===== src/source/fv_pkg.sv =====
// feature-value bank geometry, client engine states and arbiter owner codes
`default_nettype none

package fv_pkg;

    // one feature line and the node layout of the bank
    localparam int FV_WIDTH         = 32;
    localparam int NODE_ID_WIDTH    = 6;
    localparam int LINE_SEL_WIDTH   = 2;
    localparam int ADDR_WIDTH       = NODE_ID_WIDTH + LINE_SEL_WIDTH;

    // replay iteration covers four nodes, sixteen lines
    localparam int ITER_WIDTH       = 2;
    localparam int STREAM_IDX_WIDTH = 4;

    localparam int TAG_WIDTH        = 2;
    localparam int CLIENT_NUM       = 3;

    typedef enum logic [1:0] {
        IDLE    = 2'd0,
        ACQUIRE = 2'd1,
        ACCESS  = 2'd2,
        DRAIN   = 2'd3
    } ctl_state_t;

    // listed in priority order, write first
    typedef enum logic [1:0] {
        CL_NONE   = 2'd0,
        CL_WRITE  = 2'd1,
        CL_EDGE   = 2'd2,
        CL_STREAM = 2'd3
    } client_t;

endpackage

`default_nettype wire

===== src/source/fv_edge_reader.sv =====
// per-node read engine, returns four tagged lines to an edge PE
`timescale 1ns/1ps
`default_nettype none

module fv_edge_reader (
    input  wire                           clk,
    input  wire                           reset,
    input  wire                           rd_valid,
    input  wire [fv_pkg::NODE_ID_WIDTH-1:0] rd_node,
    input  wire [fv_pkg::TAG_WIDTH-1:0]   rd_tag,
    input  wire                           gnt,
    input  wire [fv_pkg::FV_WIDTH-1:0]    rdata,
    output logic                          req,
    output logic                          en,
    output logic [fv_pkg::ADDR_WIDTH-1:0] addr,
    output logic                          edge_valid,
    output logic                          edge_sos,
    output logic                          edge_eos,
    output logic [fv_pkg::TAG_WIDTH-1:0]  edge_tag,
    output logic [fv_pkg::FV_WIDTH-1:0]   edge_data
);
    import fv_pkg::*;

    ctl_state_t                state;
    logic [NODE_ID_WIDTH-1:0]  node_q;
    logic [TAG_WIDTH-1:0]      tag_q;
    logic [LINE_SEL_WIDTH-1:0] cnt;
    logic [LINE_SEL_WIDTH-1:0] rd_line;
    logic                      rd_pend;

    assign req  = (state == ACQUIRE) || (state == ACCESS);
    assign en   = req && gnt;
    assign addr = {node_q, cnt};

    always_ff @(posedge clk) begin
        if (reset) begin
            state      <= IDLE;
            cnt        <= '0;
            rd_pend    <= 1'b0;
            edge_valid <= 1'b0;
            edge_sos   <= 1'b0;
            edge_eos   <= 1'b0;
        end else begin
            rd_pend    <= en;
            edge_valid <= rd_pend;
            edge_sos   <= rd_pend && (rd_line == '0);
            edge_eos   <= rd_pend && (rd_line == '1);
            case (state)
                IDLE: begin
                    if (rd_valid) begin
                        cnt   <= '0;
                        state <= ACQUIRE;
                    end
                end
                ACQUIRE, ACCESS: begin
                    if (en) begin
                        cnt   <= cnt + 1'b1;
                        state <= (cnt == '1) ? DRAIN : ACCESS;
                    end
                end
                DRAIN: begin
                    if (!rd_pend) begin
                        state <= IDLE;
                    end
                end
                default: state <= IDLE;
            endcase
        end
    end

    // request fields held for the whole access
    always_ff @(posedge clk) begin
        if ((state == IDLE) && rd_valid) begin
            node_q <= rd_node;
            tag_q  <= rd_tag;
        end
        if (en) begin
            rd_line <= cnt;
        end
        edge_tag  <= tag_q;
        edge_data <= rdata;
    end

endmodule

`default_nettype wire


===== config.mk =====
export PLATFORM = sky130hd
export DESIGN_NAME = fv_edge_reader
export DESIGN_NICKNAME = d
export VERILOG_FILES = /design/src/source/fv_pkg.sv /design/src/source/fv_edge_reader.sv
export SDC_FILE = /design/constraint.sdc
export NUM_CORES = 1
export LEC_CHECK = 0
export ABC_CLOCK_PERIOD_IN_PS = 1700
export BUFFER_PORTS_ARGS = -buffer_cell sky130_fd_sc_hd__buf_4
export CORE_MARGIN = 5
export CORE_UTILIZATION = 25
export DETAILED_ROUTE_END_ITERATION = 12
export GPL_TIMING_DRIVEN = 0
export PLACE_DENSITY_LB_ADDON = 0.12
export SLEW_MARGIN = 20
export SYNTH_ARGS = -nofsm -noshare
export SYNTH_HDL_FRONTEND = slang
export SYNTH_SLANG_ARGS = --single-unit

===== constraint.sdc =====
create_clock -name clk -period 1.7 [get_ports clk]
set_input_delay 0.085 -clock clk [delete_from_list [all_inputs] [get_ports clk]]
set_output_delay 0.085 -clock clk [all_outputs]
set_load 0.05 [all_outputs]

Word level (Yosys, flattened, before mapping) --
Cells that the tools add are included.
Operators by class: $add $sub $neg 1, equal/unequal tests 8, muxes and demuxes 8, reductions and logical operators 11
Operator list (count):
- 2-to-1 mux 2 bit | 5
- == test 2 bit (second input constant) | 4
- != test 2 bit (second input constant) | 3
- case mux 2 bit (3 select lines) | 1
- AND reduction 3 bit | 2
- logical AND 1 bit | 4
- zero test 2 bit | 2
- case mux 2 bit (2 select lines) | 1
- adder 2 x 1 -> 2 bit (second input constant) | 1
- == test 2 x 1 -> 1 bit (second input constant) | 1
- nonzero test 2 bit | 1
- OR reduction 2 bit | 1
- logical OR 1 bit | 1
- 2-to-1 mux 1 bit | 1
Storage, ports and cells: bits in registers 52, input bits 44, output and inout port bits 47, logic and storage cells 39

Logic depth before layout (Yosys ltp) --
Gate-level depths: netlist (run 1).
depth after elaboration 5, mapped depth 5

Worst setup path after synthesis (run 1) --
No wires, ideal clock.
kind register to register, start reg state[0], end reg cnt[1], setup time 0.122 ns, arrival 1.687 ns, data required time 1.578 ns, slack -0.110 ns, cell stages (with the launch flop) 6, path buffers 0, clock period less this slack 1.810 ns, cells stage by stage dfxtp_1 inv_1 ha_1 and2_4 nor2b_4 a311o_1
On the way: longest elaborated chain between the ends 5, elaborated cells between the ends (all ways) 11
RTL lines:
- start, declared | line fv_edge_reader.sv:24 | ctl_state_t state;
- start signal, assigned | line fv_edge_reader.sv:58 | state <= (cnt == '1) ? DRAIN : ACCESS;
- == test 2 x 1 -> 1 bit or == test 2 bit (tied branches) | line fv_edge_reader.sv:31 | assign req = (state == ACQUIRE) || (state == ACCESS);
- logical OR 1 bit * | line fv_edge_reader.sv:31
- net req | line fv_edge_reader.sv:13 | output logic req,
- logical AND 1 bit * | line fv_edge_reader.sv:32 | assign en = req && gnt;
- net en | line fv_edge_reader.sv:14 | output logic en,
- != test 2 bit (no line) *
- AND reduction 3 bit (no line) *
- end signal, assigned | line fv_edge_reader.sv:57 | cnt <= cnt + 1'b1;
- end, declared | line fv_edge_reader.sv:27 | logic [LINE_SEL_WIDTH-1:0] cnt;
Mark *: on every way through the listed nets, which the timed path passes. The rest lies on a longest branch. A chain may end at the register's enable or synchronous reset.

Worst setup path after layout (run 1) --
start reg state[0], end out en
On the way: longest elaborated chain between the ends 3, elaborated cells between the ends (all ways) 4
RTL lines (line):
- == test 2 x 1 -> 1 bit or == test 2 bit (tied branches) | fv_edge_reader.sv:31
- logical OR 1 bit * | fv_edge_reader.sv:31
- logical AND 1 bit * | fv_edge_reader.sv:32
- end, declared | fv_edge_reader.sv:14
Every way passes the cells marked *; elsewhere a longest branch is shown, timed or not.

==> results of run 1 <==
[path summary, 6_finish.rpt]
| kind | slack (ps) | cells past startpoint | endpoint | from |
|---|---|---|---|---|
| worst max-delay path | 100 | 4 | en | state[0] |
| worst min-delay path | 20 | 2 | rd_pend | reset |
| worst max register to register | 170 | 5 | cnt[1] | state[0] |
| worst min register to register | 350 | 0 | edge_tag[0] | tag_q[0] |
[cell families (layout without fill, tap and decap cells)]
| logic type | count (synthesis) | in the layout | share of synthesized area, % |
|---|---|---|---|
| flops | 52 | 52 | 82.09 |
| simple gates | 19 | 19 | 9.092 |
| compound gates | 11 | 11 | 5.311 |
| fa+ha+maj | 3 | 3 | 2.701 |
| buf+inv | 3 | 141 | 0.8100 |
[layer usage]
layer | vias to the layer above | GRT usage (%) | part of all wire, %
met3 | 2 | 5.692 | 11
met4 | 0 | 3.453 | 0.65
met1 | 506 | 12.21 | 40
met2 | 59 | 17.15 | 48
li1 | 573 | - | -
met5 | - | 0 | 0
[power breakdown]
group	internal (mW)	switching, mW	leakage (nW)
combinational	0.407	0.669	0.699
clock	0.332	0.366	0.0488
sequential	1.41	0.0606	0.447
[flip-flops by register name, indices dropped and copies added, names as in the netlist]
| register | count |
|---|---|
| edge_valid | 1 |
| node_q | 6 |
| cnt | 2 |
| tag_q | 2 |
| rd_line | 2 |
| state | 2 |
| edge_tag | 2 |
| edge_eos | 1 |
| edge_data | 32 |
| rd_pend | 1 |
| edge_sos | 1 |
[through the flow]
stage               cells  utilization, %
detailed placement    250           39.68
global route          298           48.75
floorplan              88               -
CTS                   298           48.75
global placement      250           39.68
finish                298           48.75
[final cells by class]
type | count | area share (%)
Multi-Input combinational cell | 33 | 9.061
Clock inverter | 1 | 0.2360
Sequential cell | 52 | 43.04
Clock buffer | 7 | 3.256
Tap cell | 72 | 3.398
Inverter | 3 | 0.4247
Timing Repair Buffer | 130 | 40.59
[critical path, cell delays in order, from the launching register on]
cell and delay (ps):
dfxtp_1 380, inv_1 60, ha_2 400, and2_4 190, buf_4 190
[timing repair]
action | CTS | global route
gates resized for setup | 0 | 0
setup buffers | 0 | 0
endpoints found under the hold margin | 40 | 0
hold buffers | 40 | 0
setup endpoints to repair | 0 | 0
[cell usage in the layout, fill, tap and decap left out, drive strengths merged]
| master | synthesis | routed |
|---|---|---|
| buf | 0 | 90 |
| nor2b | 6 | 6 |
| a311o | 1 | 1 |
| and2 | 2 | 2 |
| a31oi | 1 | 1 |
| dlygate4sd3 | 0 | 40 |
| ha | 3 | 3 |
| clkbuf | 0 | 7 |
| nand2 | 1 | 1 |
| nand2b | 2 | 2 |
| a211oi | 1 | 1 |
| a221oi | 1 | 1 |
| nor3b | 1 | 1 |
| and3 | 1 | 1 |
| dfxtp | 42 | 42 |
| nor2 | 2 | 2 |
| o21ai | 1 | 1 |
| edfxtp | 10 | 10 |
| nand3 | 2 | 2 |
| o31ai | 1 | 1 |
| a311oi | 1 | 1 |
| inv | 3 | 4 |
| a21oi | 4 | 4 |
| or2b | 2 | 2 |
==> flow_summary.rst, run 1 <==
.. list-table::
   :header-rows: 1

   * - Metric
     - Value
   * - Final setup margin
     - around 100 ps
   * - RePlAce Congestion
     - between 0.7 and 0.8
   * - Leading cell types by count after synthesis
     - dfxtp_1, edfxtp_1, nor2b_1
   * - Die area
     - around 0.0072 sq mm
   * - Maximum ir drop on the vdd rail
     - between 600 and 700 uV
   * - Critical path startpoint category
     - register
   * - Arrival time of data at the critical path endpoint
     - around 1500 ps
   * - Final setup violation count
     - 0
   * - Setup repair after global routing missed its margin
     - no
   * - Root Driver
     - clkbuf_8
   * - Share of layout cells above drive strength 1
     - between 40% and 50%
   * - Post-synthesis cell type with the largest combined area
     - dfxtp_1
   * - Final-layout worst hold slack
     - between 20 and 25 ps
   * - Per-instance average area after synthesis
     - approximately 16 sq um
   * - Total routing resource utilization after global routing
     - 10.68%
   * - Maximum number of pins on one net before global-route repair
     - 16
   * - Final Power
     - 3.247 mW
   * - Biggest area contributors in the synthesized netlist
     - dfxtp_1, edfxtp_1, ha_1
   * - Clock tree from TritonCTS
     - built
   * - CP Capture Type
     - output port
   * - Vertical extent of the die
     - between 80 and 90 microns
   * - Syn_nets
     - around 140
   * - Wire per inst
     - ~12 microns
   * - Maximum frequency from static timing analysis
     - between 600 and 700 MHz
   * - Maximum clock insertion buffer count
     - 2
   * - Quantity of I/O buffers inserted on ports
     - 90
   * - Max Fanout on Critical Path
     - 9
   * - Number of top-level pins
     - between 90 and 100
   * - Placement-stage worst setup slack
     - roughly 200 ps
   * - Via Count
     - roughly 1100
   * - Most used flip-flop cell after synthesis
     - dfxtp_1
   * - Clock network latency to the later pin of the worst-skew pair
     - a little under 300 ps
   * - Routed wire length
     - roughly 3.7 mm
   * - Post-synth EDFFs
     - 10
   * - Post-CTS clock slew at the launch and capture registers of the worst setup and hold paths
     - about 90 ps
   * - Wire length of the first global-routing pass
     - between 6 and 7 mm
   * - Endpoint required time on the critical path
     - around 1600 ps
   * - Register area share after synthesis
     - between 80% and 90%
   * - Leak pwr
     - about 1.2 nW
   * - Initial antenna violation count
     - 0
   * - Path class of the lowest-slack min-delay path
     - in -> reg
   * - Areal power density over the cells
     - ~1200 mW/mm^2
   * - Post-synth cell types
     - 25
   * - Iteration-0 DRC Markers
     - 16
   * - Number of max-cap violations
     - 0
   * - Result of the run
     - finished clean
   * - Final worst path period need
     - 1597 ps
   * - Area used by multi-input combinational logic
     - between 200 and 250 sq um
   * - Sinks on the clock net
     - 52
   * - Antenna Violating Nets Remaining
     - 0
   * - Setup Skew
     - ~3.9 ps
   * - Post-route fraction of the period consumed by the critical path
     - 93.97%
   * - Total clock buffers created by CTS
     - 5
   * - Classification of the worst setup path
     - reg -> out
   * - Number of global-route vias before repair
     - around 1200
   * - Number of iterations in the first detailed-routing pass
     - 4
   * - Post-synth design cell area
     - roughly 0.0014 sq mm
   * - Cell with the most instances after synthesis
     - dfxtp_1
   * - Die W
     - roughly 85 microns
   * - Count of synthesis-stage warnings from yosys
     - 0
   * - Asr flop ratio synth
     - 0%
   * - Core Rows
     - 27
   * - Post-route DRC
     - 0
   * - Post-Layout Inst Area
     - ~0.0027 sq mm
   * - Number of fill cells in the layout
     - 482
   * - Layout overhead on the synthesized area
     - 90.73%
   * - Slew at the pin closest to its max-slew limit
     - approximately 360 ps
   * - Fin Setup TNS
     - 0 ps
   * - Area after detailed placement
     - 0.002158 sq mm
   * - Number of hold violations in the final report
     - 0
   * - Worst slew margin
     - 75.71%
   * - Total half-perimeter wirelength after legalization and detailed placement
     - 2.554 mm
   * - Effective utilization at floorplan
     - around a quarter
   * - Final number of max-transition violations
     - 0
   * - Area used by sequential logic in the layout
     - roughly 0.0011 sq mm
   * - FF+latch count, synth
     - 52
   * - Antenna cell count
     - 0
   * - Gate count of the mapped netlist
     - between 80 and 90
   * - Placeable core area
     - 0.005439 sq mm
   * - Number of nets at the end of the flow
     - 272
   * - H-tree levels
     - 2
   * - Final global-route overflow total
     - 0
   * - Area share of the largest cell type after synthesis
     - roughly 60%
   * - Post-DR vias/cell
     - 3.826
Power figures use the tool's default switching activity.
==> run 2, diff against run 1 <==
--- a/constraint.sdc
+++ b/constraint.sdc
@@ -3,2 +3,2 @@
 set_output_delay 0.085 -clock clk [all_outputs]
-set_load 0.05 [all_outputs]
+set_load 0.01 [all_outputs]
==> run 2 against run 1 <==
Critical path depth increased by 1. Sequential cell count is the same. Sequential power hardly changed. Utilization about the same. Maximum frequency about the same. Combinational power is 34% lower. Hold slack better by 4.9 ps. Non-clock buffer count stayed put. Setup slack hardly changed. Design area about the same. Final cell count unchanged. Clock skew shrank 1.1 ps. Critical endpoint is now cnt[1]. Largest power group unchanged. Highest routed layer unchanged.
==> flow_summary.rst, run 2 (synthesized netlist as in run 1, its figures left out) <==
.. list-table::
   :header-rows: 1

   * - Metric
     - Value
   * - Result of the run
     - finished clean
   * - Placeable core area
     - 0.005439 sq mm (unchanged)
   * - Worst path bufs/invs
     - 1 (-1)
   * - Stage delay of the slowest cell on the critical path
     - 410 ps (about the same)
   * - Setup Skew
     - 2.784 ps (-1.097 ps)
   * - Slew at the pin closest to its max-slew limit
     - 370.7 ps (+6.377 ps)
   * - Final setup violation count
     - 0 (unchanged)
   * - Core Rows
     - 27 (unchanged)
   * - Quantity of I/O buffers inserted on ports
     - 90 (unchanged)
   * - Iteration-0 DRC Markers
     - 12 (-4)
   * - Post-route fraction of the period consumed by the critical path
     - 93.96% (about the same)
   * - Maximum frequency from static timing analysis
     - 626.1 MHz (about the same)
   * - Layout overhead on the synthesized area
     - 90.55% (about the same)
   * - Total routing resource utilization after global routing
     - 10.66% (-0.020 points)
   * - Vertical extent of the die
     - 84.57 microns (unchanged)
   * - Routed wire length
     - 3.727 mm (+1.4%)
   * - Total half-perimeter wirelength after legalization and detailed placement
     - 2.588 mm (+1.4%)
   * - Number of max-cap violations
     - 0 (unchanged)
   * - Sequential power share
     - 51.3% (+5.9 points)
   * - Final number of max-transition violations
     - 0 (unchanged)
   * - Clock power share
     - 24.0% (+2.5 points)
   * - Die W
     - 84.57 microns (unchanged)
   * - Die area
     - 0.007151 sq mm (unchanged)
   * - Clock tree from TritonCTS
     - built
   * - Total clock buffers created by CTS
     - 5 (unchanged)
   * - Switching part of the total power
     - 25.78% (-8.0 points)
   * - Wire length of the first global-routing pass
     - 6.092 mm (-0.11%)
   * - Maximum clock insertion buffer count
     - 2 (unchanged)
   * - Endpoint required time on the critical path
     - 1890 ps (+270 ps)
   * - Post-CTS setup buffer count
     - 0 (unchanged)
   * - Combinational cell fraction of total power
     - 24.7% (-8.5 points)
   * - Effective utilization at floorplan
     - 25.56% (unchanged)
   * - Largest regs
     - edge_data (32), node_q (6)
   * - Number of global-route vias before repair
     - 1266 (+4.4%)
   * - CP Capture Type
     - register
   * - Fin Setup TNS
     - 0 ps (unchanged)
   * - Number of top-level pins
     - 91 (unchanged)
   * - Leak pwr
     - 1.196 nW (about the same)
   * - Internal power contribution
     - 2.134 mW (-0.82%)
   * - Final global-route overflow total
     - 0 (unchanged)
   * - Post-CTS clock slew at the launch and capture registers of the worst setup and hold paths
     - 80 ps (about the same)
   * - Worst slew margin
     - 75.29% (-0.43 points)
   * - Commonest non-fill, non-tap cells in the layout
     - buf_4, dfxtp_1, dlygate4sd3_1
   * - Classification of the worst setup path
     - reg -> reg
   * - Path class of the lowest-slack min-delay path
     - in -> reg
   * - H-tree levels
     - 2 (unchanged)
   * - RePlAce Congestion
     - 0.7336 (-5.1%)
   * - Biggest register
     - edge_data
   * - Number of nets at the end of the flow
     - 272 (unchanged)
   * - Post-route DRC
     - 0 (unchanged)
   * - Critical path startpoint category
     - register
   * - Clock network latency to the later pin of the worst-skew pair
     - 290 ps (about the same)
   * - Most common cell after layout, fill and taps aside
     - buf_4
   * - Number of iterations in the first detailed-routing pass
     - 4 (unchanged)
   * - Setup repair after global routing missed its margin
     - no
   * - Sinks on the clock net
     - 52 (unchanged)
   * - Max Fanout on Critical Path
     - 9 (unchanged)
   * - Post-DR vias/cell
     - 3.903 (+2.0%)
   * - Maximum number of pins on one net before global-route repair
     - 16 (unchanged)
   * - Final worst path period need
     - 1597 ps (-0.2590 ps)
   * - Crit-path slowest cell
     - ha_1
   * - Initial antenna violation count
     - 0 (unchanged)
   * - Maximum ir drop on the vdd rail
     - 498.3 uV (-27%)
   * - Number of hold violations in the final report
     - 0 (unchanged)
   * - Via Count
     - 1163 (+2.0%)
   * - Antenna cell count
     - 0 (unchanged)
   * - Final core utilization
     - 48.70% (about the same)
   * - Share of layout cells above drive strength 1
     - 44.69% (-0.44 points)
   * - Root Driver
     - clkbuf_8
   * - Arrival time of data at the critical path endpoint
     - 1780 ps (+270 ps)
   * - Flip-flop count of the largest register after layout
     - 32 (unchanged)
   * - Delay-heaviest family, CP
     - adder cells
   * - Areal power density over the cells
     - 1085 mW/mm^2 (-11%)
   * - Antenna Violating Nets Remaining
     - 0 (unchanged)
   * - Wire per inst
     - 12.51 microns (+1.4%)
   * - Critical path cell sequence
     - inv_1, ha_1, and2_4, nor2b_4, a311o_1
   * - NetSw
     - 0.7410 mW (-32%)
==> run 2: changes by cell type in the layout (fill, tap and decap cells not counted) <==
cell,delta
ha_1,+1
ha_2,-1
==> run 2: through the flow <==
| step | hold slack (ps) | cells | worst slack, ps | total power [mW] | area, sq um |
|---|---|---|---|---|---|
| after floorplan | 112.7 | 88 | 167.8 | 1.809 | 1390 |
| after global placement | 189.8 | 250 | 142.6 | 2.121 | 2156 |
| after detailed placement | 190.5 | 250 | 119.1 | 2.142 | 2156 |
| after CTS | 10.95 | 298 | 109.6 | 2.928 | 2649 |
| after global routing | 24.51 | 298 | 42.42 | 3.034 | 2649 |
| final | 29.75 | 298 | 102.8 | 2.875 | 2649 |
==> run 2: repair_timing <==
item                                   4_1_cts  5_1_grt
endpoints found under the hold margin       40        0
hold buffers                                40        0
resized for setup                            0        0
==> run 2: power by group through the flow <==
stage	clock network, mW	logic [mW]	registers (mW)
2_1_floorplan	0	0.273	1.54
3_3_place_gp	0	0.625	1.50
3_5_place_dp	0	0.638	1.50
4_1_cts	0.737	0.715	1.48
5_1_grt	0.776	0.769	1.49
6_report	0.691	0.709	1.47
==> run 2: metal layers <==
metal,up-vias,global-route usage (%),share of wire (%)
met5,-,0,0
met4,0,4.029,1.8
met3,7,5.299,12
met2,64,17.86,48
met1,520,11.55,39
li1,572,-,-
==> run 2: final cells by class <==
cell class | instances | area (sq um)
repair buffers | 130 | 1076
fillers | 468 | 2790
multi-input cells | 33 | 237.7
well taps | 72 | 90.09
flip-flops and latches | 52 | 1141
clock buffers | 7 | 86.33
clock inverters | 1 | 6.256
inverters | 3 | 11.26
==> run 2: worst reg2reg max path: cells and delay by family, from the launching register on <==
kind | cells | cell delay, ps
adder cells (fa/ha/maj) | 1 | 410
flip-flops | 1 | 370
AO/OA/AOI/OAI | 1 | 330
AND/OR/NAND/NOR | 2 | 330
buffers and inverters | 1 | 60
==> run 2: final timing paths <==
| path | start | to | slack (ps) | cells after the start |
|---|---|---|---|---|
| hold reg to reg | tag_q[1] | edge_tag[1] | 360 | 0 |
| hold / removal | reset | rd_pend | 30 | 2 |
| setup / recovery | state[0] | cnt[1] | 100 | 5 |
| setup reg to reg | state[0] | cnt[1] | 100 | 5 |
==> run 3, diff against run 2 <==
- PLACE_DENSITY_LB_ADDON: 0.12 -> 0.08
==> run 3 against run 2 <==
Register-to-register slack about the same. Hold slack gained 24 ps. Sequential share of layout area decreased by 0.50 points. Via count rose by 1.6%. Utilization rose by 0.58 points. Design area grew 1.2%. Global-route usage increased by 0.32 points. Wire length increased by 4.1%. Clock skew increased by 2.1 ps. Sequential power about the same. Critical path type unchanged. Critical endpoint unchanged.
==> flow_summary.rst, run 3 (synthesized netlist as in run 1, its figures left out) <==
.. list-table::
   :header-rows: 1

   * - Metric
     - Value
   * - Result of the run
     - finished clean
   * - Endpoint required time on the critical path
     - 1890 ps (about the same)
   * - Initial antenna violation count
     - 0 (unchanged)
   * - Share of layout cells above drive strength 1
     - 44.93% (+0.24 points)
   * - Flip-flop count of the largest register after layout
     - 32 (unchanged)
   * - RePlAce Congestion
     - 0.8033 (+9.5%)
   * - Setup Skew
     - 4.901 ps (+2.117 ps)
   * - Post-route DRC
     - 0 (unchanged)
   * - Placeable core area
     - 0.005439 sq mm (unchanged)
   * - Routed wire length
     - 3.881 mm (+4.1%)
   * - Path class of the lowest-slack min-delay path
     - in -> reg
   * - H-tree levels
     - 2 (unchanged)
   * - Wire length of the first global-routing pass
     - 6.182 mm (+1.5%)
   * - Quantity of I/O buffers inserted on ports
     - 90 (unchanged)
   * - Worst slew margin
     - 75.49% (+0.21 points)
   * - Most common cell after layout, fill and taps aside
     - buf_4
   * - Setup repair after global routing missed its margin
     - no
   * - Total clock buffers created by CTS
     - 5 (unchanged)
   * - Maximum frequency from static timing analysis
     - 621.6 MHz (-0.71%)
   * - Worst path bufs/invs
     - 1 (unchanged)
   * - Effective utilization at floorplan
     - 25.56% (unchanged)
   * - Post-DR vias/cell
     - 3.953 (+1.3%)
   * - Final global-route overflow total
     - 0 (unchanged)
   * - Antenna Violating Nets Remaining
     - 0 (unchanged)
   * - CP Capture Type
     - register
   * - Root Driver
     - clkbuf_8
   * - Number of nets at the end of the flow
     - 273 (+0.37%)
   * - Biggest register
     - edge_data
   * - Die W
     - 84.57 microns (unchanged)
   * - Number of top-level pins
     - 91 (unchanged)
   * - Wire per inst
     - 12.98 microns (+3.8%)
   * - Number of hold violations in the final report
     - 0 (unchanged)
   * - Iteration-0 DRC Markers
     - 23 (+11)
   * - Post-CTS setup buffer count
     - 0 (unchanged)
   * - Via Count
     - 1182 (+1.6%)
   * - Post-route fraction of the period consumed by the critical path
     - 94.63% (+0.67 points)
   * - Sinks on the clock net
     - 52 (unchanged)
   * - Critical path startpoint category
     - register
   * - Number of global-route vias before repair
     - 1185 (-6.4%)
   * - Final worst path period need
     - 1609 ps (+11.39 ps)
   * - Arrival time of data at the critical path endpoint
     - 1800 ps (+20 ps)
   * - Delay-heaviest family, CP
     - adder cells
   * - Final setup violation count
     - 0 (unchanged)
   * - Leak pwr
     - 1.210 nW (+1.2%)
   * - Fin Setup TNS
     - 0 ps (unchanged)
   * - Clock tree from TritonCTS
     - built
   * - Areal power density over the cells
     - 1131 mW/mm^2 (+4.2%)
   * - Maximum clock insertion buffer count
     - 2 (unchanged)
   * - Final Power
     - 3.031 mW (+5.4%)
   * - Max Fanout on Critical Path
     - 9 (unchanged)
   * - Maximum ir drop on the vdd rail
     - 483.1 uV (-3.0%)
   * - Final number of max-transition violations
     - 0 (unchanged)
   * - Number of iterations in the first detailed-routing pass
     - 4 (unchanged)
   * - Classification of the worst setup path
     - reg -> reg
   * - Core Rows
     - 27 (unchanged)
   * - Commonest non-fill, non-tap cells in the layout
     - buf_4, dfxtp_1, dlygate4sd3_1
   * - Total routing resource utilization after global routing
     - 10.98% (+0.32 points)
   * - Number of max-cap violations
     - 0 (unchanged)
   * - Vertical extent of the die
     - 84.57 microns (unchanged)
   * - Layout overhead on the synthesized area
     - 92.80%
   * - Slew at the pin closest to its max-slew limit
     - 367.6 ps (-3.096 ps)
   * - Stage delay of the slowest cell on the critical path
     - 410 ps (about the same)
   * - Final setup margin
     - 91.37 ps (-11.39 ps)
   * - Critical path cell sequence
     - inv_1, ha_1, and2_4, nor2b_4, a311o_1
   * - Placement-stage worst setup slack
     - 105.3 ps (-13.83 ps)
   * - Largest regs
     - edge_data (32), node_q (6)
   * - Clock network latency to the later pin of the worst-skew pair
     - 290 ps (about the same)
   * - Maximum number of pins on one net before global-route repair
     - 18 (+2)
   * - Die area
     - 0.007151 sq mm (unchanged)
   * - Post-CTS clock slew at the launch and capture registers of the worst setup and hold paths
     - 90 ps (about the same)
   * - Antenna cell count
     - 0 (unchanged)
   * - Crit-path slowest cell
     - ha_1
==> run 3: per-stage QoR <==
stage               utilization [%]  std cells  hold WS [ps]  instance area [sq um]
detailed placement            39.64        250         190.7                   2156
global route                  49.28        299         38.86                   2680
CTS                           49.28        299         42.49                   2680
floorplan                         -         88         112.7                   1390
global placement              39.64        250         189.5                   2156
finish                        49.28        299         53.34                   2680
==> run 3: worst paths after layout <==
path / startpoint / end / slack (ps) / depth (start not counted)
max: state[0] / cnt[1] / 90 / 5
min: rd_valid / cnt[1] / 50 / 2
max reg2reg: state[0] / cnt[1] / 90 / 5
min reg2reg: tag_q[0] / edge_tag[0] / 360 / 0
==> run 3: per-layer routing <==
metal	track usage, %	share of wire (%)
met5	0	0
met4	3.453	0.82
met3	5.888	11
met2	18.08	49
met1	12.18	39
==> run 3: timing repair <==
item	4_1_cts	5_1_grt
gates resized for setup	0	0
hold buffers	41	0
hold endpoints to repair	41	0
==> run 3: report_power, final <==
group / leakage, nW / internal (mW) / switching, mW
Combinational: 0.704 / 0.391 / 0.325
Clock: 0.0591 / 0.445 / 0.396
Sequential: 0.447 / 1.41 / 0.0617
Total: 1.21 / 2.25 / 0.783
==> run 3: area by class of cell <==
cell class	count	area [sq um]
clock buffers	5	68.82
fillers	458	2759
repair buffers	131	1086
well taps	72	90.09
multi-input cells	33	237.7
flip-flops and latches	52	1141
clock inverters	3	45.04
inverters	3	11.26
